### src/fetch_pkg.sv
package fetch_pkg;

    // ========================================
    // Data path widths
    // ========================================
    localparam int ADDR_W  = 32;              // Byte address, one word wide
    localparam int INSTR_W = 32;
    localparam int LINE_W  = 128;             // Cache line and bus beat

    // Address fields
    localparam int WORD_SEL_LSB = 2;          // Word within line
    localparam int WORD_SEL_W   = 2;
    localparam int INDEX_LSB    = 4;          // Line index starts above the 16-byte offset

    // 2 MB areas, one mask bit each
    localparam int AREA_LSB = 21;
    localparam int AREA_W   = 5;

    // ========================================
    // Memory map and constants
    // ========================================
    // Nothing at or above this is cacheable
    localparam logic [ADDR_W-1:0] MAIN_LIMIT = 32'h0FFF_FFFF;

    // Returned while no fetch is valid
    localparam logic [INSTR_W-1:0] FETCH_IDLE_WORD = 32'hFFEE_DDCC;

    localparam logic [3:0] LFSR_SEED = 4'hF;  // Replacement LFSR start value

    // ========================================
    // Cache FSM
    // ========================================
    typedef enum logic [2:0] {
        CS_INIT,                              // Tag clearing, one line per cycle
        CS_IDLE,                              // Lookup
        CS_FILL,                              // Waiting for the line beat
        CS_FILL_DONE,
        CS_TURN_AROUND                        // RAM read settles for the held address
    } cache_state_t;

endpackage
### src/fetch_result.sv
module fetch_result
    import fetch_pkg::*;
(
    input  logic               i_clk,
    input  logic               i_rst_n,
    input  logic [ADDR_W-1:0]  i_iaddress,
    input  logic               i_sel_cache,
    input  logic               i_uncached_read,
    input  logic [LINE_W-1:0]  i_cache_line,
    input  logic               i_cache_req,
    input  logic [LINE_W-1:0]  i_wb_read_data,
    input  logic               i_wb_ready,
    input  logic               i_system_rdy,
    input  logic               i_cache_stall,
    output logic [INSTR_W-1:0] o_fetch_instruction,
    output logic               o_fetch_stall,
    output logic               o_wb_req,
    output logic [ADDR_W-1:0]  o_wb_address
);

    logic [WORD_SEL_W-1:0] word_sel;
    logic [INSTR_W-1:0]    cache_word;
    logic [INSTR_W-1:0]    bus_word;
    logic                  wb_wait_r;
    logic                  wait_wb;

    // Word out of a 16-byte line
    function automatic logic [INSTR_W-1:0] pick_word(
        input logic [LINE_W-1:0]     line,
        input logic [WORD_SEL_W-1:0] sel
    );
        pick_word = line[sel*INSTR_W +: INSTR_W];
    endfunction

    assign word_sel   = i_iaddress[WORD_SEL_LSB +: WORD_SEL_W];
    assign cache_word = pick_word(i_cache_line, word_sel);
    assign bus_word   = pick_word(i_wb_read_data, word_sel);

    assign o_fetch_instruction = i_sel_cache     ? cache_word :
                                 i_uncached_read ? bus_word   :
                                                   FETCH_IDLE_WORD;

    // ========================================
    // Bus request and wait
    // ========================================
    assign o_wb_req     = i_cache_req || i_uncached_read;
    assign o_wb_address = i_iaddress;         // Line aligned by the bus

    // Request seen, no ready yet
    always_ff @(posedge i_clk)
    begin
        if (!i_rst_n)
            wb_wait_r <= 1'b0;
        else
            wb_wait_r <= o_wb_req && !i_wb_ready;
    end

    assign wait_wb = (o_wb_req || wb_wait_r) && !i_wb_ready;

    // Any of the three holds the core
    assign o_fetch_stall = !i_system_rdy || wait_wb || i_cache_stall;

endmodule

### config.mk
export PLATFORM = sky130hd
export DESIGN_NAME = fetch_result
export DESIGN_NICKNAME = d
export VERILOG_FILES = /design/src/fetch_pkg.sv /design/src/fetch_result.sv
export SDC_FILE = /design/constraint.sdc
export NUM_CORES = 1
export LEC_CHECK = 0
export BUFFER_PORTS_ARGS = -buffer_cell sky130_fd_sc_hd__buf_2
export CAP_MARGIN = 25
export CORE_AREA = 2 2 139 141
export DETAILED_ROUTE_END_ITERATION = 16
export DIE_AREA = 0 0 141 143
export GPL_TIMING_DRIVEN = 1
export PLACE_DENSITY = 0.53
export SYNTH_ARGS = -nofsm -noshare
export SYNTH_HDL_FRONTEND = slang
export SYNTH_SLANG_ARGS = --single-unit
### constraint.sdc
create_clock -name i_clk -period 2.1 [get_ports i_clk]
set_clock_uncertainty 0.2 [all_clocks]
set_input_delay 0.42 -clock i_clk [delete_from_list [all_inputs] [get_ports i_clk]]
set_output_delay 0.42 -clock i_clk [all_outputs]
set_load 0.02 [all_outputs]
---- After elaboration in Yosys (flattened, before gate mapping) ----
Cells that the tools add are included.
word-level totals
  bits of input ports ..................... 296
  output and inout bits ................... 66
  flip-flop bits (word level) ............. 1
  logic and storage cells ................. 13
operators by class
  multiplexer cells ....................... 2
  reductions and logical operators ........ 8
  shift operators ......................... 2
operator list
  operator                                                  count
  128-bit by 8-bit variable part select with 32-bit output  2
  32-bit 2-to-1 mux                                         2
  1-bit logical OR                                          4
  1-bit logical AND                                         2
  1-bit logical NOT                                         2

---- Longest topological paths before layout ----
Gate-level depths: netlist of the first run.
  depth in word-level cells ............... 5
  depth in mapped cells ................... 5
  gate-level depth less buffers ........... 3

---- Worst setup path after synthesis of the first run ----
No wires, ideal clock.
  kind .................................... input to output
  from .................................... in i_iaddress[3]
  to ...................................... out o_fetch_instruction[0]
  cell stages on the path ................. 5
  setup slack ............................. 0.055 ns
  data arrival time ....................... 1.425 ns
  buffers on the path ..................... 2
  required time ........................... 1.480 ns
  cell sequence ........................... buf_6 -> buf_6 -> mux2_4 -> a22oi_1 -> o221ai_1
on the way
  word-level cells in the longest chain between the ends .. 3
  elaborated cells on any way between the ends .. 4
  those cells by class .................... shift (2); mux (2)
RTL lines
  what                                                      RTL line            text
  from (decl)                                               fetch_result.sv:6   input logic [ADDR_W-1:0] i_iaddress,
  128-bit by 8-bit variable part select with 32-bit output  fetch_result.sv:32  pick_word = line[sel*INSTR_W +: INSTR_W];
  32-bit 2-to-1 mux                                         fetch_result.sv:40  i_uncached_read ? bus_word :
  32-bit 2-to-1 mux (*)                                     fetch_result.sv:39  assign o_fetch_instruction = i_sel_cache ? cache_word :
  to (decl)                                                 fetch_result.sv:15  output logic [INSTR_W-1:0] o_fetch_instruction,
Mark *: on every way between the ends. The rest lies on a longest branch, timed or not.

---- Final worst setup path of the first run ----
  from .................................... in i_iaddress[3]
  to ...................................... out o_fetch_instruction[30]
The elaborated chain is that of the path after synthesis.

==> results summary, run 1 <==
The number of hold-slack violations in the final timing report is 0. The largest registers in the layout are wb_wait_r x1. Summed over all instances, the cell type with the most area after synthesis is mux2i_1.

The clock input transition at the sequential cells of the worst setup and hold paths is 0 ps. The flip-flop count of the largest register, all copies and words added is 1. The routed layout has 3340 vias. The max-cap violation count is 0.

The number of ports placed on the die boundary came out at 362. The mean cell area of the mapped netlist came out at 9.81 um^2. The fraction of layout cells with a size suffix above 1 came out at 81.4%.

The cell area after technology mapping is 0.00256 mm^2. The area of the die is 0.0202 mm^2. The number of synthesis warnings is 0. The placed instance area is 0.00429 mm^2. The net count of the finished layout is 847. The peak supply drop is 72.0 uV. The site row count came out at 50.

Counting flops per register, the top entry is wb_wait_r. The routed wire length is 14.2 mm. The worst min-delay path class is in2reg.

After the first detailed-routing iteration, the DRC count stood at 108. The final estimated routing congestion in global placement is 0.816. The largest fanout on the critical path came out at 5. Before CTS, the worst setup slack after placement is -185 ps. Headroom to the max-slew limit came out at 77.4%. The power dissipated by switching net loads is 0.500 mW. In this run the static leakage power is 2.52 nW.

The required time of the worst setup path came out at 1480 ps. The switching power as a share of total power came out at 43.0%. Counting flops and latches in the post-synthesis netlist gives 1. Synthesis produced a netlist whose cell count is 261. The final core area utilization came out at 27.2%. The register share of total power came out at 1.8%. Of the total power, the clock network draws 0%. The number of antenna diodes in the final layout is 0. The setup-violating endpoint count in the final report came out at 0. The number of antenna-violating nets in the routed design came out at 0.

The die height came out at 143 um. The number of max-slew violations in the final report is 0. The share of the synthesized area in the top cell type came out at 25.0%. Across all hold checks on the routed design, the worst slack comes to 462 ps. The internal power is 0.662 mW. Setup repair after global routing could not meet its margin everywhere. The area added between synthesis and finish came out at 97.4%. Summed over all nets, the half-perimeter wirelength after detailed placement is 10.5 mm. The final period demand of the worst path came out at 2090 ps. Synthesis produced a netlist with a net count of 557. The flow ran to the end, and the final reports show no timing, DRC or antenna violations.

Sorting the synthesized cells by area gives the leading types as mux2i_1, a221oi_2, mux2_1, mux2_2, buf_4. The via count of the first global-routing pass is 3377. The measured slew at the worst slew-check pin came out at 330 ps.

Based on the critical path, the design can be clocked at up to 478 MHz. After routing the design area is 0.00506 mm^2. The sort of element at the start of the critical path is a primary input.

Entering global routing, the biggest net connects 31 pins. The leftover overflow at the end of global routing is 0. The first-pass GRT wire length is 17.7 mm. The endpoint type of the worst setup path is an output port. The number of antenna violations at the first check in global routing is 0. In the layout the commonest cells are buf_2, mux2i_1, buf_4, mux2_1, mux2_2.

Counting distinct cell types in the post-synthesis netlist gives 22. The critical path arrival is 1470 ps. The critical path class is in2out. The count of input and output buffers came out at 301. The post-synthesis sequential area ratio is 0.782%. The placeable core area is 0.0186 mm^2. The library cell used most frequently in the layout, excluding fill and tap cells, is buf_2. Across every metal layer, demand over resource in global routing totals 11.1%. The combinational fraction of design power is 98.2%.

The horizontal extent of the die is 141 um. The final period utilization is 99.7%. The number of buffers added to fix hold violations after cts came out at 0. The length of the first detailed-routing pass in iterations is 4.

The slack of the critical path is 6.16 ps. The power per cell area is 230 mW/mm^2. Using the TritonRoute via totals, the vias-per-cell ratio works out to 4.27.

The number of remaining DRC errors is 0. The average wire length per cell after detail routing came out at 18.2 um. The initial standard-cell utilization of the core is 13.8%.
[final timing paths]
check | from | end | slack (ps) | cells past startpoint
max | i_iaddress[3] | o_fetch_instruction[30] | 6 | 6
min | i_rst_n | wb_wait_r | 460 | 2
[Yosys cell counts]
cell	instances
a221oi_2	24
a22oi_1	8
and3b_1	2
buf_2	7
buf_4	35
buf_6	7
buf_8	3
clkbuf_1	7
dfxtp_1	1
mux2_1	30
mux2_2	26
mux2_4	8
mux2i_1	64
nand2_1	1
nand2b_1	1
nor2_1	1
nor2b_1	1
nor3b_2	1
o21ai_1	1
o221ai_1	8
o22ai_1	24
or2_1	1
[per-layer routing]
| layer | vias up | part of all wire (%) | track usage (%) |
|---|---|---|---|
| li1 | 1612 | - | - |
| met2 | 184 | 55 | 22.1 |
| met1 | 1524 | 37 | 12.5 |
| met3 | 20 | 6.3 | 1.34 |
| met4 | 0 | 1.5 | 2.32 |
| met5 | - | 0 | 0 |
[power by group through the flow]
| stage | clock, mW | sequential (mW) | combinational [mW] |
|---|---|---|---|
| floorplan | 0 | 0.0206 | 0.586 |
| global placement | 0 | 0.0206 | 0.922 |
| detailed placement | 0 | 0.0207 | 0.927 |
| CTS | 0 | 0.0207 | 1.04 |
| global route | 0 | 0.0208 | 1.22 |
| finish | 0 | 0.0207 | 1.14 |
[area by class of cell]
cell class | count | area (um^2)
Fill cell | 1990 | 13500
Tap cell | 234 | 293
Sequential cell | 1 | 20.0
Timing Repair Buffer | 347 | 2360
Multi-Input combinational cell | 201 | 2380
[metrics by stage]
| stage | setup TNS [ps] | std cells | total power [mW] |
|---|---|---|---|
| floorplan | 0 | 261 | 0.607 |
| global placement | -3270 | 768 | 0.942 |
| detailed placement | -3660 | 768 | 0.948 |
| CTS | -166 | 773 | 1.06 |
| global route | -167 | 783 | 1.24 |
| finish | 0 | 783 | 1.16 |
[repair_timing]
item | CTS | global route
setup endpoints to repair | 32 | 32
pin swaps | 9 | 7
gates resized for setup | 76 | 45
setup buffers | 3 | 2
gates cloned | 2 | 8
hold endpoints to repair | 0 | 0
[critical path, cell delays in order]
cell and delay [ps]:
buf_16 130, buf_12 140, buf_4 160, mux2i_1 160
a221oi_4 310, buf_6 150
[cell families (layout without fill, tap and decap cells)]
family | Yosys count | count (layout) | share of synthesized area [%]
and+or+nand+nor | 8 | 8 | 2.20
DFF | 1 | 1 | 0.782
muxes | 128 | 128 | 54.3
buffers and inverters | 59 | 347 | 17.5
AOI/OAI and AO/OA | 65 | 65 | 25.2
Power figures use the tool's default switching activity.
==> inputs of run 2 (changes only) <==
CTS_CLUSTER_SIZE = 40   (was not set)
clock period = 2.5 ns   (was 2.1 ns; I/O delays follow)
==> results summary, run 2 (synthesized netlist as in run 1, its figures left out) <==
Routability-driven placement finished with a final weighted congestion of 0.774. The met1 demand-to-capacity share in global routing came out at 11.9%. The die height is 143 um. Entering global routing, the biggest net connects 33 pins.

The layer flagged by global routing as most heavily used is met2. The area added between synthesis and finish is 65.0%. The final period demand of the worst path came out at 2430 ps.

The count of nets left with antenna violations once routing finished came out at 0. The power per cell area came out at 184 mW/mm^2. The final period utilization is 97.0%. The sum of negative setup slack came out at 0 ps. The worst min-delay path class is in2reg. The largest fanout on the critical path is 14. 362 I/O pins were placed.

The average wire length per cell after detail routing came out at 15.4 um. The hold path depth came out at 2. For this run, the slowest stage of the critical path takes 300 ps. The number of DRC violations after detailed-routing iteration 0 is 78. The post-detailed-route via-to-cell ratio came out at 4.16. The global-route usage over all layers came out at 10.3%. The most frequent standard cell in the layout excluding fill and tap cells is buf_2.

The run finished with clean final reports. The placeable core area is 0.0186 mm^2. The flip-flop count of the largest register, all copies and words added was 1. The number of antenna violations at the first check in global routing came out at 0.

The worst setup path is captured at an output port. The routed wire length came out at 11.7 mm. The number of buffer and inverter instances along the worst setup path is 3.

The worst hold endpoint is wb_wait_r. Among cell families on the critical path, the largest total delay comes from buffers and inverters. The site row count came out at 50. The required time of the worst setup path came out at 1800 ps.

The wire-length estimate of the detail-placed layout is 10.0 mm. The final core area utilization came out at 22.7%. In the global route stage, met2 resource usage came out at 20.5%. The number of remaining DRC errors is 0. The number of max-slew violations in the final report came out at 0. The highest clock rate came out at 412 MHz. Port buffering added 301 buffers. The count of vias placed by the detailed router is 3157. In this run, post-CTS hold repair placed 0 buffers. The register with the most flip-flops in the final layout is wb_wait_r. The total instance count after detailed placement is 759. Setup repair after global routing left no endpoint under its margin.

The worst pin sits at a relative slew slack of 76.5%. Once the floorplan was initialized, standard cells occupied 13.8% of the core. The final non-filler cell total is 759. For this design, the slowest cell found on the critical path is mux2_4. The largest registers in the layout are wb_wait_r x1.

The peak supply drop came out at 53.6 uV. The critical path arrival came out at 1730 ps. The fraction of layout cells with a size suffix above 1 is 73.7%. The static power due to leakage is 2.19 nW.

The number of hold-slack violations in the final timing report came out at 0. The max-cap violation count came out at 0. The area of the die is 0.0202 mm^2. The measured slew at the worst slew-check pin came out at 342 ps. The horizontal extent of the die came out at 141 um. The worst setup path is of the in2out kind. The startpoint identified for the worst hold timing path is i_rst_n.

The number of inserted diodes is 0. The fill cell total of the finished layout is 2038. The signal on the critical path passes through buf_6 -> buf_12 -> mux2_4 -> a22oi_1 -> o221ai_1 -> buf_2. The leftover overflow at the end of global routing came out at 0. The worst setup path is launched from a primary input. The via count of the first global-routing pass came out at 3225. The first-pass GRT wire length is 16.6 mm. The clock input transition at the sequential cells of the worst setup and hold paths came out at 0 ps.

Leaving out fill and tap cells, the most frequent cells in the layout are buf_2, mux2i_1, mux2_1, mux2_2, a221oi_2. Setup violations remaining at the end of the flow were counted as 0. The met3 track utilization from global routing is 1.04%. The final layout net count is 823. The length of the first detailed-routing pass in iterations is 4.
-- run 2: cell count changes in the layout (fill, tap and decap cells not counted), sizes merged --
cell    change
buf        -17
clkbuf      -7
-- run 2: worst max path at each step --
stage               cells past startpoint  slack, ps          start                      end
floorplan                               5        300  i_iaddress[3]   o_fetch_instruction[0]
global placement                        6         30  i_iaddress[3]  o_fetch_instruction[31]
detailed placement                      6         30  i_iaddress[3]  o_fetch_instruction[31]
CTS                                     6         20  i_iaddress[3]  o_fetch_instruction[22]
global route                            6          5  i_iaddress[3]  o_fetch_instruction[11]
finish                                  6         70  i_iaddress[3]   o_fetch_instruction[5]
-- run 2: through the flow --
step | instance area, um^2 | hold WS (ps) | worst slack (ps) | total power, mW
floorplan | 2560 | 456 | 295 | 0.510
global placement | 4210 | 539 | 34.7 | 0.778
detailed placement | 4210 | 542 | 26.2 | 0.780
CTS | 4210 | 547 | 22.5 | 0.783
global route | 4230 | 572 | 4.62 | 0.840
finish | 4230 | 544 | 73.9 | 0.779
-- run 2: cell type report --
cell class              instances  area (um^2)  area share (%)
repair buffers                323         1790            42.4
well taps                     234          293            6.93
multi-input cells             201         2120            50.2
flip-flops and latches          1         20.0           0.474
-- run 2: what timing repair did --
action,in CTS,in global routing
resized for setup,0,3
setup buffers,0,0
endpoints found under the setup margin,0,3
-- run 2: report_power, final --
| group | switching (mW) | internal [mW] |
|---|---|---|
| combinational | 0.357 | 0.405 |
| clock | 0 | 0 |
| sequential | 0.000196 | 0.0171 |
-- run 2: metal layers --
| metal | vias up | part of all wire [%] |
|---|---|---|
| li1 | 1552 | - |
| met1 | 1425 | 38 |
| met2 | 166 | 54 |
| met3 | 14 | 6.4 |
| met4 | 0 | 1.5 |
| met5 | - | 0 |
