--- src/fetch_pkg.sv ---
package fetch_pkg;

    // ========================================
    // Data path widths
    // ========================================
    localparam int ADDR_W  = 32;              // Byte address, one word wide
    localparam int INSTR_W = 32;
    localparam int LINE_W  = 128;             // Cache line and bus beat

    // Address fields
    localparam int WORD_SEL_LSB = 2;          // Word within line
    localparam int WORD_SEL_W   = 2;
    localparam int INDEX_LSB    = 4;          // Line index starts above the 16-byte offset

    // 2 MB areas, one mask bit each
    localparam int AREA_LSB = 21;
    localparam int AREA_W   = 5;

    // ========================================
    // Memory map and constants
    // ========================================
    // Nothing at or above this is cacheable
    localparam logic [ADDR_W-1:0] MAIN_LIMIT = 32'h0FFF_FFFF;

    // Returned while no fetch is valid
    localparam logic [INSTR_W-1:0] FETCH_IDLE_WORD = 32'hFFEE_DDCC;

    localparam logic [3:0] LFSR_SEED = 4'hF;  // Replacement LFSR start value

    // ========================================
    // Cache FSM
    // ========================================
    typedef enum logic [2:0] {
        CS_INIT,                              // Tag clearing, one line per cycle
        CS_IDLE,                              // Lookup
        CS_FILL,                              // Waiting for the line beat
        CS_FILL_DONE,
        CS_TURN_AROUND                        // RAM read settles for the held address
    } cache_state_t;

endpackage
--- src/fetch_region_decode.sv ---
module fetch_region_decode
    import fetch_pkg::*;
(
    input  logic [ADDR_W-1:0] i_iaddress,
    input  logic              i_iaddress_valid,
    input  logic              i_cache_enable,
    input  logic [31:0]       i_cacheable_area,   // One bit per 2 MB area
    input  logic              i_cache_stall,
    output logic              o_sel_cache,
    output logic              o_uncached_read
);

    logic [AREA_W-1:0] area_idx;
    logic              below_limit;
    logic              area_ok;
    logic              cacheable;

    // Area index picks the mask bit
    assign area_idx    = i_iaddress[AREA_LSB +: AREA_W];
    assign below_limit = i_iaddress < MAIN_LIMIT;
    assign area_ok     = i_cacheable_area[area_idx];
    assign cacheable   = below_limit && area_ok;

    // Cache path only with the cache switched on
    assign o_sel_cache = cacheable && i_iaddress_valid && i_cache_enable;

    // Everything else goes to the bus
    // Held off while the cache is busy, e.g. during tag clearing
    assign o_uncached_read = !o_sel_cache && i_iaddress_valid && !i_cache_stall;

endmodule

--- config.mk ---
export PLATFORM = sky130hd
export DESIGN_NAME = fetch_region_decode
export DESIGN_NICKNAME = d
export VERILOG_FILES = /design/src/fetch_pkg.sv /design/src/fetch_region_decode.sv
export SDC_FILE = /design/constraint.sdc
export NUM_CORES = 1
export LEC_CHECK = 0
export BUFFER_PORTS_ARGS = -buffer_cell sky130_fd_sc_hd__buf_2
export CORE_AREA = 3 3 40 42
export DETAILED_ROUTE_END_ITERATION = 6
export DIE_AREA = 0 0 43 45
export PLACE_DENSITY = 0.83
export SETUP_SLACK_MARGIN = 0.15
export SYNTH_ARGS = -nofsm -noshare
export SYNTH_HDL_FRONTEND = slang
export SYNTH_SLANG_ARGS = --single-unit
--- constraint.sdc ---
create_clock -name vclk -period 6.45
set_clock_uncertainty 0.2 [all_clocks]
set_input_delay 0.9675 -clock vclk [all_inputs]
set_output_delay 0.9675 -clock vclk [all_outputs]
set_load 0.02 [all_outputs]
# Word level (Yosys, flattened, before mapping)
# Cells that the tools add are included.
# Widths: inputs -> output; s select.
[word_totals]
regBits = 0
latch_bits = 0
ramBits = 0
rom_bits = 0
input_bits = 67
out_inout_bits = 2
elab_cells = 11
memories = 0
[classes]
addsub = 0
multipliers = 0
div_mod_pow = 0
n_lt_le_gt_ge = 2
n_eq_ne = 0
n_shift = 0
muxes = 2
bitwise = 0
n_reduce_logical = 7
[ops]
columns = ["op", "count"]
rows = [
  ["$lt 32x28->1 const B", 1],
  ["$lt 5x6->1 const B", 1],
  ["$bmux 1 s5", 1],
  ["$logic_and 1x1->1", 5],
  ["$logic_not 1->1", 2],
  ["$mux 1", 1],
]

# Logic depth before layout (Yosys ltp)
# Gate-level depths: netlist (run 1).
[depth]
depth_word = 8
ltp_mapped = 6
depth_no_buf = 5

# Worst setup path after synthesis (run 1)
# No wires, ideal clock.
[synth_path]
path_kind = "input port to output port"
startpoint = "input port i_iaddress[21]"
endpoint = "output port o_sel_cache"
arrival_ns = 2.428
required_ns = 5.282
setup_slack_ns = 2.855
stages = 6
path_buffers = 1
path_cell_list = "buf_6 > mux4_2 > nor2b_4 > a2111oi_2 > or3_1 > nor3_1"
[synth_between]
elab_chain_cells = 5
word_cells_on_any_way = 6
classes_between = "order compare: 1; mux: 2; reduce/logical: 3"
[synth_lines]
columns = ["element", "line", "rtl"]
rows = [
  ["start, declared", "fetch_region_decode.sv:4", "input logic [ADDR_W-1:0] i_iaddress,"],
  ["branches (longest 2 deep; another with $lt 32x28->1)", "-", ""],
  ["$logic_and 1x1->1 (*)", "fetch_region_decode.sv:22", "assign cacheable = below_limit && area_ok;"],
  ["$logic_and 1x1->1 (*) (2 in a row)", "fetch_region_decode.sv:25", "assign o_sel_cache = cacheable && i_iaddress_valid && i_cache_enable;"],
  ["end, declared", "fetch_region_decode.sv:9", "output logic o_sel_cache,"],
]
# Every way passes the cells marked *. The select of a mux whose other input is x is not followed.

# Worst setup path after layout (run 1)
[layout_path]
startpoint = "input port i_iaddress[21]"
endpoint = "output port o_uncached_read"
[layout_between]
elab_chain_cells = 8
word_cells_on_any_way = 9
classes_between = "order compare: 1; mux: 2; reduce/logical: 6"
[layout_lines]
columns = ["element", "line", "rtl"]
rows = [
  ["branches (longest 2 deep; another with $lt 32x28->1)", "-", ""],
  ["$logic_and 1x1->1 (*)", "fetch_region_decode.sv:22", ""],
  ["$logic_and 1x1->1 (*) (2 in a row)", "fetch_region_decode.sv:25", ""],
  ["$logic_not 1->1 (*)", "fetch_region_decode.sv:29", "assign o_uncached_read = !o_sel_cache && i_iaddress_valid && !i_cache_stall;"],
  ["$logic_and 1x1->1 (*) (2 in a row)", "fetch_region_decode.sv:29", ""],
  ["end, declared", "fetch_region_decode.sv:10", "output logic o_uncached_read"],
]
# Marks and branches as above.

==> out/results.tsv, run 1 <==
stage	metric	value	unit
outcome	outcome	complete, no violations	
layout	Layout Utilization	0.576	
synthesis	Simple-Gate Fraction of Synth Area	0.309	
synthesis	xor/xnor share of the synthesized area	0	
layout	P&R area growth vs syn	88.5	%
detailed_routing	via count	607	
worst_setup_path	most frequent cell on the critical path	buf_2	
synthesis	top-count cell post-synth	nand4_1	
placement	pre-CTS WS	2.61	ns
clock_network	setup bufs post-CTS	0	
worst_setup_path	cells along the critical path	buf_2 > mux4_2 > nor2b_4 > a2111oi_2 > or3_1 > o311a_1 > buf_2	
power	Pwr Total	0.0385	mW
clock_network	# hold bufs at CTS	0	
worst_setup_path	CP Capture Type	output pin	
detailed_routing	Routed Antenna Nets	0	
layout	Antenna diodes	0	
layout	Filler Cells Inserted	123	
worst_setup_path	critical path required time	5.28	ns
timing	Hold Violations, Final	0	
placement	IO buf count	69	
worst_setup_path	Critical Path Start Type	input port	
grt	total gr overflow	0	
synthesis	Yosys cell types	20	
timing	Final Cycle Share	0.592	
synthesis	Synth Warn #	0	
layout	share of cells above drive strength 1	0.745	
floorplanning	core area	1280	um2
timing	final slew viol count	0	
grt	vias in the first global route	578	
worst_setup_path	Worst Path Buf+Inv	2	
timing	setup_tns	0	ns
floorplanning	row cnt	13	
grt	initial antenna violation count	0	
worst_setup_path	worst-path fanout max	9	
worst_hold_path	min-delay src	i_iaddress_valid	
floorplanning	I/O pin count	69	
detailed_routing	DRC violations left	0	
timing	RSZ-0062 raised after global routing	false	
layout	register area	0	um2
timing	Tmin final	3.82	ns
timing	worst slew pin tran	0.247	ns
floorplanning	Initial Util	0.306	
floorplanning	Die Area	1940	um2
worst_setup_path	kind of critical path	in2out	
floorplanning	Die H	45	um
grt	GR Util All Layers	0.145	
synthesis	post-synthesis compound-gate area fraction	0.0764	
detailed_routing	drt initial violations	4	
worst_setup_path	delay-heaviest family, CP	multiplexers	
layout	sequential cell count	0	
synthesis	Post-Synthesis Cells	35	
synthesis	mux cell area share after synthesis	0.564	
synthesis	Synth top cells by count	nand4_1 (7), mux4_1 (5), mux4_2 (3)	
layout	NumNets Final	171	
worst_hold_path	worst min-delay path class	in2out	
synthesis	synthesized area per cell	11.2	um2
timing	final setup vio count	0	
synthesis	leading area contributor after synthesis	mux4_1	
worst_setup_path	largest stage delay on the critical path	0.52	ns
power	Leak	0.388	nW
flow_run	MaxCap Viol Count	0	
grt	global-route wire length before repair	2290	um
synthesis	share of Yosys cell area claimed by the top area cell type	0.334	
synthesis	Net Count, Synth	102	
worst_setup_path	Worst Path Arrival	2.65	ns
timing	FMAX	0.262	GHz
power	maximum VDD drop	0.0000244	V
detailed_routing	wire length per cell	12.1	um
synthesis	ranking of synthesized cells by area	mux4_1 (33%), mux4_2 (17%), nand4_1 (11%)	
grt	largest net degree at the start of global routing	10	
detailed_routing	DRT Pass-1 Iters	4	
detailed_routing	final wirelength	1410	um
synthesis	mapped cell area	393	um2
synthesis	Synth Area in Adders	0	
floorplanning	die width	43	um
placement	GP Congestion	0.744	
layout	area occupied by multi-input gates	373	um2
layout	clock buf count	0	
synthesis	Seq/Total Area, Yosys	0	
timing	post-route setup slack	2.63	ns
power	PwrDens	51.9	nW/um2
worst_setup_path	CP max-delay cell	mux4_2	
detailed_routing	vias per inst	5.19	
timing	Slew HR	0.835	
synthesis	largest family of logic cells by synthesized area	multiplexers	
clock_network	PostCTS Resize Cnt	0	
worst_setup_path	Critical Path Source	i_iaddress[21]	
## layer usage
metal / part of all wire / track usage
met4: 0 / 0
met1: 0.36 / 0.191
met5: 0 / 0
met2: 0.47 / 0.269
met3: 0.17 / 0.0199
## cells in the final DEF (no fill, tap or decap), types with 2 or more instances in the layout
cell	n
buf_2	69
mux2_2	2
mux4_1	5
mux4_2	3
nand3_1	2
nand4_1	7
nor4_1	2
## final timing paths
kind	cells after the start	slack [ns]	to
setup / recovery	7	2.63	o_uncached_read
hold / removal	3	2.09	o_uncached_read
## through the flow
step | instances | hold WS (ns) | cell area (um2)
floorplan | 35 | 1.89 | 393
global placement | 117 | 2.10 | 741
detailed placement | 117 | 2.09 | 741
CTS | 117 | 2.09 | 741
global route | 117 | 2.11 | 741
finish | 117 | 2.09 | 741
## cell families after synthesis
family / after synthesis
and+or+nand+nor: 19
muxes: 10
AOI/OAI and AO/OA: 3
buffers and inverters: 3
## worst min-delay path: cells and delay by family
kind / cells / cell delay [ns]
buf+inv: 2 / 0.26
compound gates: 1 / 0.09
## cell type report
class | count | share of cell area
repair buffers | 69 | 0.466
inverters | 1 | 0.00507
multi-input cells | 32 | 0.503
well taps | 15 | 0.0253
## report_power, final
part	switching, mW	total, mW	internal (mW)
registers	0	0	0
logic	0.0127	0.0385	0.0258
clock network	0	0	0
total	0.0127	0.0385	0.0258
Note: power is estimated with default switching activity, not from simulation.
==> run 2, diff against run 1 <==
--- a/config.mk
+++ b/config.mk
@@ -5,11 +5,12 @@
 export SDC_FILE = /design/constraint.sdc
 export NUM_CORES = 1
 export LEC_CHECK = 0
+export ABC_AREA = 1
 export BUFFER_PORTS_ARGS = -buffer_cell sky130_fd_sc_hd__buf_2
-export CORE_AREA = 3 3 40 42
+export CORE_MARGIN = 3
+export CORE_UTILIZATION = 29
 export DETAILED_ROUTE_END_ITERATION = 6
-export DIE_AREA = 0 0 43 45
-export PLACE_DENSITY = 0.83
+export PLACE_DENSITY = 0.78
 export SETUP_SLACK_MARGIN = 0.15
 export SYNTH_ARGS = -nofsm -noshare
 export SYNTH_HDL_FRONTEND = slang
==> constraint.sdc (replaced) <==
create_clock -name vclk -period 3.2
set_clock_uncertainty 0.2 [all_clocks]
set_input_delay 0.48 -clock vclk [all_inputs]
set_output_delay 0.48 -clock vclk [all_outputs]
set_load 0.02 [all_outputs]
==> out/results.tsv, run 2 <==
stage	metric	value	unit
floorplanning	core area	1420	um2
timing	Final Cycle Share	0.732	
floorplanning	Die H	46.5	um
worst_hold_path	Hold Path Depth	5	
worst_setup_path	cells along the critical path	buf_2 > inv_6 > nand2_1 > nand3_1 > nand3_1 > nand3_1 > nand2_1 > nand2_1 > nand3_2 > nand2_1 > inv_1 > buf_2	
timing	Hold Violations, Final	0	
timing	Min Hold Slack	1.09	ns
power	PwrDens	108	nW/um2
layout	most frequent cells in the layout	buf_2 (69), nand2_1 (34), nand3_1 (28)	
synthesis	top-count cell post-synth	nand2_1	
timing	post-route setup slack	0.859	ns
worst_setup_path	Critical Path Start Type	input port	
detailed_routing	wire length per cell	10.5	um
power	Pwr Total	0.0866	mW
clock_network	setup bufs post-CTS	0	
flow_run	MaxCap Viol Count	0	
worst_hold_path	min-delay src	i_cache_stall	
grt	global-route wire length before repair	2880	um
worst_setup_path	CP max-delay cell	buf_2	
timing	final slew viol count	0	
layout	area occupied by multi-input gates	399	um2
detailed_routing	via count	836	
worst_hold_path	Hold EP	o_uncached_read	
detailed_routing	DRT Pass-1 Iters	4	
power	Leak	0.487	nW
synthesis	mapped cell area	475	um2
worst_setup_path	most frequent cell on the critical path	nand2_1	
synthesis	Seq/Total Area, Yosys	0	
floorplanning	Initial Util	0.336	
placement	Placed Area	798	um2
layout	P&R area growth vs syn	67.9	%
timing	setup_tns	0	ns
synthesis	Synth Warn #	0	
floorplanning	row cnt	13	
worst_setup_path	largest stage delay on the critical path	0.31	ns
layout	Antenna diodes	0	
layout	share of cells above drive strength 1	0.497	
timing	final setup vio count	0	
layout	sequential cell count	0	
worst_hold_path	worst min-delay path class	in2out	
grt	largest net degree at the start of global routing	19	
floorplanning	I/O pin count	69	
worst_setup_path	critical path required time	2.52	ns
worst_setup_path	kind of critical path	in2out	
layout	register area	0	um2
placement	GP Congestion	0.789	
synthesis	ranking of synthesized cells by area	nand3_1 (29%), nand2_1 (27%), nand2_2 (7.9%)	
outcome	outcome	complete, no violations	
layout	most common cell after layout, fill and taps aside	buf_2	
grt	GR Util All Layers	0.169	
layout	Layout Utilization	0.564	
worst_setup_path	Worst Path Arrival	1.66	ns
layout	Filler Cells Inserted	172	
layout	Final Cell Area	798	um2
floorplanning	die width	46.5	um
synthesis	Post-Synthesis Cells	96	
synthesis	leading area contributor after synthesis	nand3_1	
worst_setup_path	worst-path fanout max	18	
layout	Finished Layout Cells	176	
grt	initial antenna violation count	0	
synthesis	Net Count, Synth	163	
timing	worst slew pin tran	0.356	ns
grt	total gr overflow	0	
placement	pre-CTS WS	0.839	ns
placement	Post-DP HPWL	1640	um
synthesis	share of Yosys cell area claimed by the top area cell type	0.295	
clock_network	PostCTS Resize Cnt	0	
timing	RSZ-0062 raised after global routing	false	
clock_network	# hold bufs at CTS	0	
layout	clock buf count	0	
detailed_routing	final wirelength	1860	um
detailed_routing	DRC violations left	0	
layout	NumNets Final	230	
timing	Slew HR	0.763	
synthesis	Yosys cell types	15	
placement	IO buf count	69	
grt	vias in the first global route	747	
floorplanning	Die Area	2160	um2
synthesis	synthesized area per cell	4.95	um2
worst_setup_path	CP Capture Type	output pin	
timing	Tmin final	2.34	ns
placement	placed cell count	176	
synthesis	Synth top cells by count	nand2_1 (34), nand3_1 (28), inv_1 (6), nand2_2 (6), nand4_1 (6)	
detailed_routing	Routed Antenna Nets	0	
power	maximum VDD drop	0.0000641	V
detailed_routing	drt initial violations	20	
timing	FMAX	0.427	GHz
detailed_routing	vias per inst	4.75	
-- run 2: cells by family (layout without fill, tap and decap cells) --
kind of cell	after synthesis	after routing	synth area share
buffers and inverters	12	77	0.161
AO/OA/AOI/OAI	1	1	0.0105
AND/OR/NAND/NOR	83	83	0.829
-- run 2: worst max-delay path by stage --
stage / to / depth (start not counted) / from / slack [ns]
finish: o_uncached_read / 12 / i_iaddress[21] / 0.86
global route: o_uncached_read / 12 / i_iaddress[21] / 0.65
CTS: o_uncached_read / 12 / i_iaddress[21] / 0.84
detailed placement: o_uncached_read / 12 / i_iaddress[21] / 0.84
global placement: o_uncached_read / 12 / i_iaddress[21] / 0.90
floorplan: o_uncached_read / 12 / i_iaddress[21] / 1.18
-- run 2: report_power, final --
| group | internal, mW | switching [mW] |
|---|---|---|
| Clock | 0 | 0 |
| Combinational | 0.0454 | 0.0412 |
| Sequential | 0 | 0 |
| Total | 0.0454 | 0.0412 |
-- run 2: final cells by class --
type	instances	area share
inverter	8	0.0439
multi-input combinational	84	0.500
timing repair buffer	69	0.433
tap	15	0.0235
-- run 2: routing by layer --
metal	GRT usage	vias up	part of all wire
met1	0.225	351	0.40
met5	0	-	0
met3	0.0117	0	0.080
met2	0.310	32	0.52
met4	0	0	0
li1	-	453	-
-- run 2: critical path, delay by kind of cell --
| family | cells | cell delay, ns |
|---|---|---|
| buffers and inverters | 4 | 0.62 |
| AND/OR/NAND/NOR | 8 | 0.54 |
==> run 3, diff against run 2 <==
==> constraint.sdc (replaced) <==
create_clock -name vclk -period 2.04
set_clock_uncertainty 0.2 [all_clocks]
set_input_delay 0.306 -clock vclk [all_inputs]
set_output_delay 0.306 -clock vclk [all_outputs]
set_load 0.02 [all_outputs]
==> out/results.tsv, run 3 (same netlist as run 2, synthesis figures left out) <==
stage	metric	value	unit
worst_setup_path	critical path required time	1.53	ns
grt	initial antenna violation count	0	
detailed_routing	wire length per cell	10.2	um
worst_setup_path	worst-path fanout max	9	
layout	NumNets Final	232	
power	maximum VDD drop	0.000102	V
detailed_routing	drt initial violations	20	
worst_hold_path	Hold EP	o_uncached_read	
detailed_routing	DRC violations left	0	
grt	GR Util All Layers	0.149	
grt	global-route wire length before repair	2580	um
detailed_routing	vias per inst	4.71	
timing	final slew viol count	0	
worst_setup_path	most frequent cell on the critical path	nand2_1	
timing	Slew HR	0.891	
layout	clock buf count	0	
floorplanning	Die Area	2160	um2
layout	Antenna diodes	0	
timing	FMAX	0.563	GHz
detailed_routing	final wirelength	1820	um
detailed_routing	DRT Pass-1 Iters	4	
layout	Filler Cells Inserted	156	
layout	most common cell after layout, fill and taps aside	buf_2	
worst_setup_path	Critical Path Start Type	input port	
power	Leak	0.515	nW
worst_setup_path	largest stage delay on the critical path	0.13	ns
placement	GP Congestion	0.775	
worst_hold_path	Hold Path Depth	5	
floorplanning	Initial Util	0.336	
grt	total gr overflow	0	
layout	most frequent cells in the layout	buf_2 (66), nand2_1 (34), nand3_1 (28)	
layout	share of cells above drive strength 1	0.503	
power	PwrDens	173	nW/um2
placement	IO buf count	69	
clock_network	setup bufs post-CTS	0	
worst_hold_path	worst min-delay path class	in2out	
worst_setup_path	cells along the critical path	buf_8 > buf_12 > nand2_1 > nand3_1 > nand3_1 > nand3_1 > nand2_1 > nand2_1 > nand3_2 > nand2_1 > inv_1 > buf_4	
worst_setup_path	CP Capture Type	output pin	
layout	area occupied by multi-input gates	399	um2
layout	sequential cell count	0	
timing	Hold Violations, Final	0	
floorplanning	Die H	46.5	um
timing	worst slew pin tran	0.162	ns
detailed_routing	via count	838	
worst_setup_path	Worst Path Buf+Inv	4	
placement	Post-DP HPWL	1590	um
layout	register area	0	um2
timing	Tmin final	1.78	ns
outcome	outcome	complete, no violations	
worst_setup_path	Worst Path Arrival	1.27	ns
grt	vias in the first global route	666	
timing	RSZ-0062 raised after global routing	false	
timing	Final Cycle Share	0.871	
detailed_routing	Routed Antenna Nets	0	
worst_setup_path	kind of critical path	in2out	
floorplanning	I/O pin count	69	
clock_network	# hold bufs at CTS	0	
layout	P&R area growth vs syn	81.6	%
floorplanning	row cnt	13	
worst_setup_path	delay-heaviest family, CP	simple AND/OR/NAND/NOR gates	
worst_setup_path	CP max-delay cell	buf_12	
power	Pwr Total	0.150	mW
flow_run	MaxCap Viol Count	0	
worst_hold_path	min-delay src	i_cache_stall	
clock_network	PostCTS Resize Cnt	0	
floorplanning	die width	46.5	um
timing	setup_tns	0	ns
timing	final setup vio count	0	
floorplanning	core area	1420	um2
grt	largest net degree at the start of global routing	18	
==> run 3: worst max path at each step <==
stage	from	end	cells after the start
after floorplan	i_iaddress[21]	o_uncached_read	12
after detailed placement	i_iaddress[22]	o_uncached_read	10
after global placement	i_iaddress[21]	o_uncached_read	12
after global routing	i_iaddress[21]	o_uncached_read	12
after CTS	i_iaddress[22]	o_uncached_read	10
final	i_iaddress[21]	o_uncached_read	12
==> run 3: worst min-delay path, stage by stage <==
cell	delay (ns)
buf_2	0.07
nor2_1	0.03
nand2_1	0.05
inv_1	0.03
buf_4	0.14
==> run 3: layout make-up <==
| class | count | share of cell area |
|---|---|---|
| Timing Repair Buffer | 71 | 0.470 |
| Multi-Input combinational cell | 84 | 0.462 |
| Inverter | 8 | 0.0464 |
| Tap cell | 15 | 0.0217 |
==> run 3: where the power goes <==
part	total (mW)	switching (mW)	internal (mW)
Combinational	0.150	0.0664	0.0833
Clock	0	0	0
Sequential	0	0	0
==> run 3: layer usage <==
metal / up-vias / track usage / routed length (um) / share of wire
met2: 35 / 0.258 / 923 / 0.51
met5: - / 0 / 0 / 0
met4: 0 / 0 / 0 / 0
li1: 460 / - / - / -
met1: 343 / 0.216 / 728 / 0.40
met3: 0 / 0.00391 / 171 / 0.094
==> run 3: through the flow <==
stage               std cells  area (um2)  utilization  hold WS, ns  setup WS (ns)
CTS                       177         818        0.578        0.747          0.172
global route              178         863        0.610        0.774          0.155
finish                    178         863        0.610        0.745          0.263
detailed placement        177         818        0.578        0.747          0.175
global placement          177         818        0.578        0.746          0.214
floorplan                  96         475            -        0.570          0.363
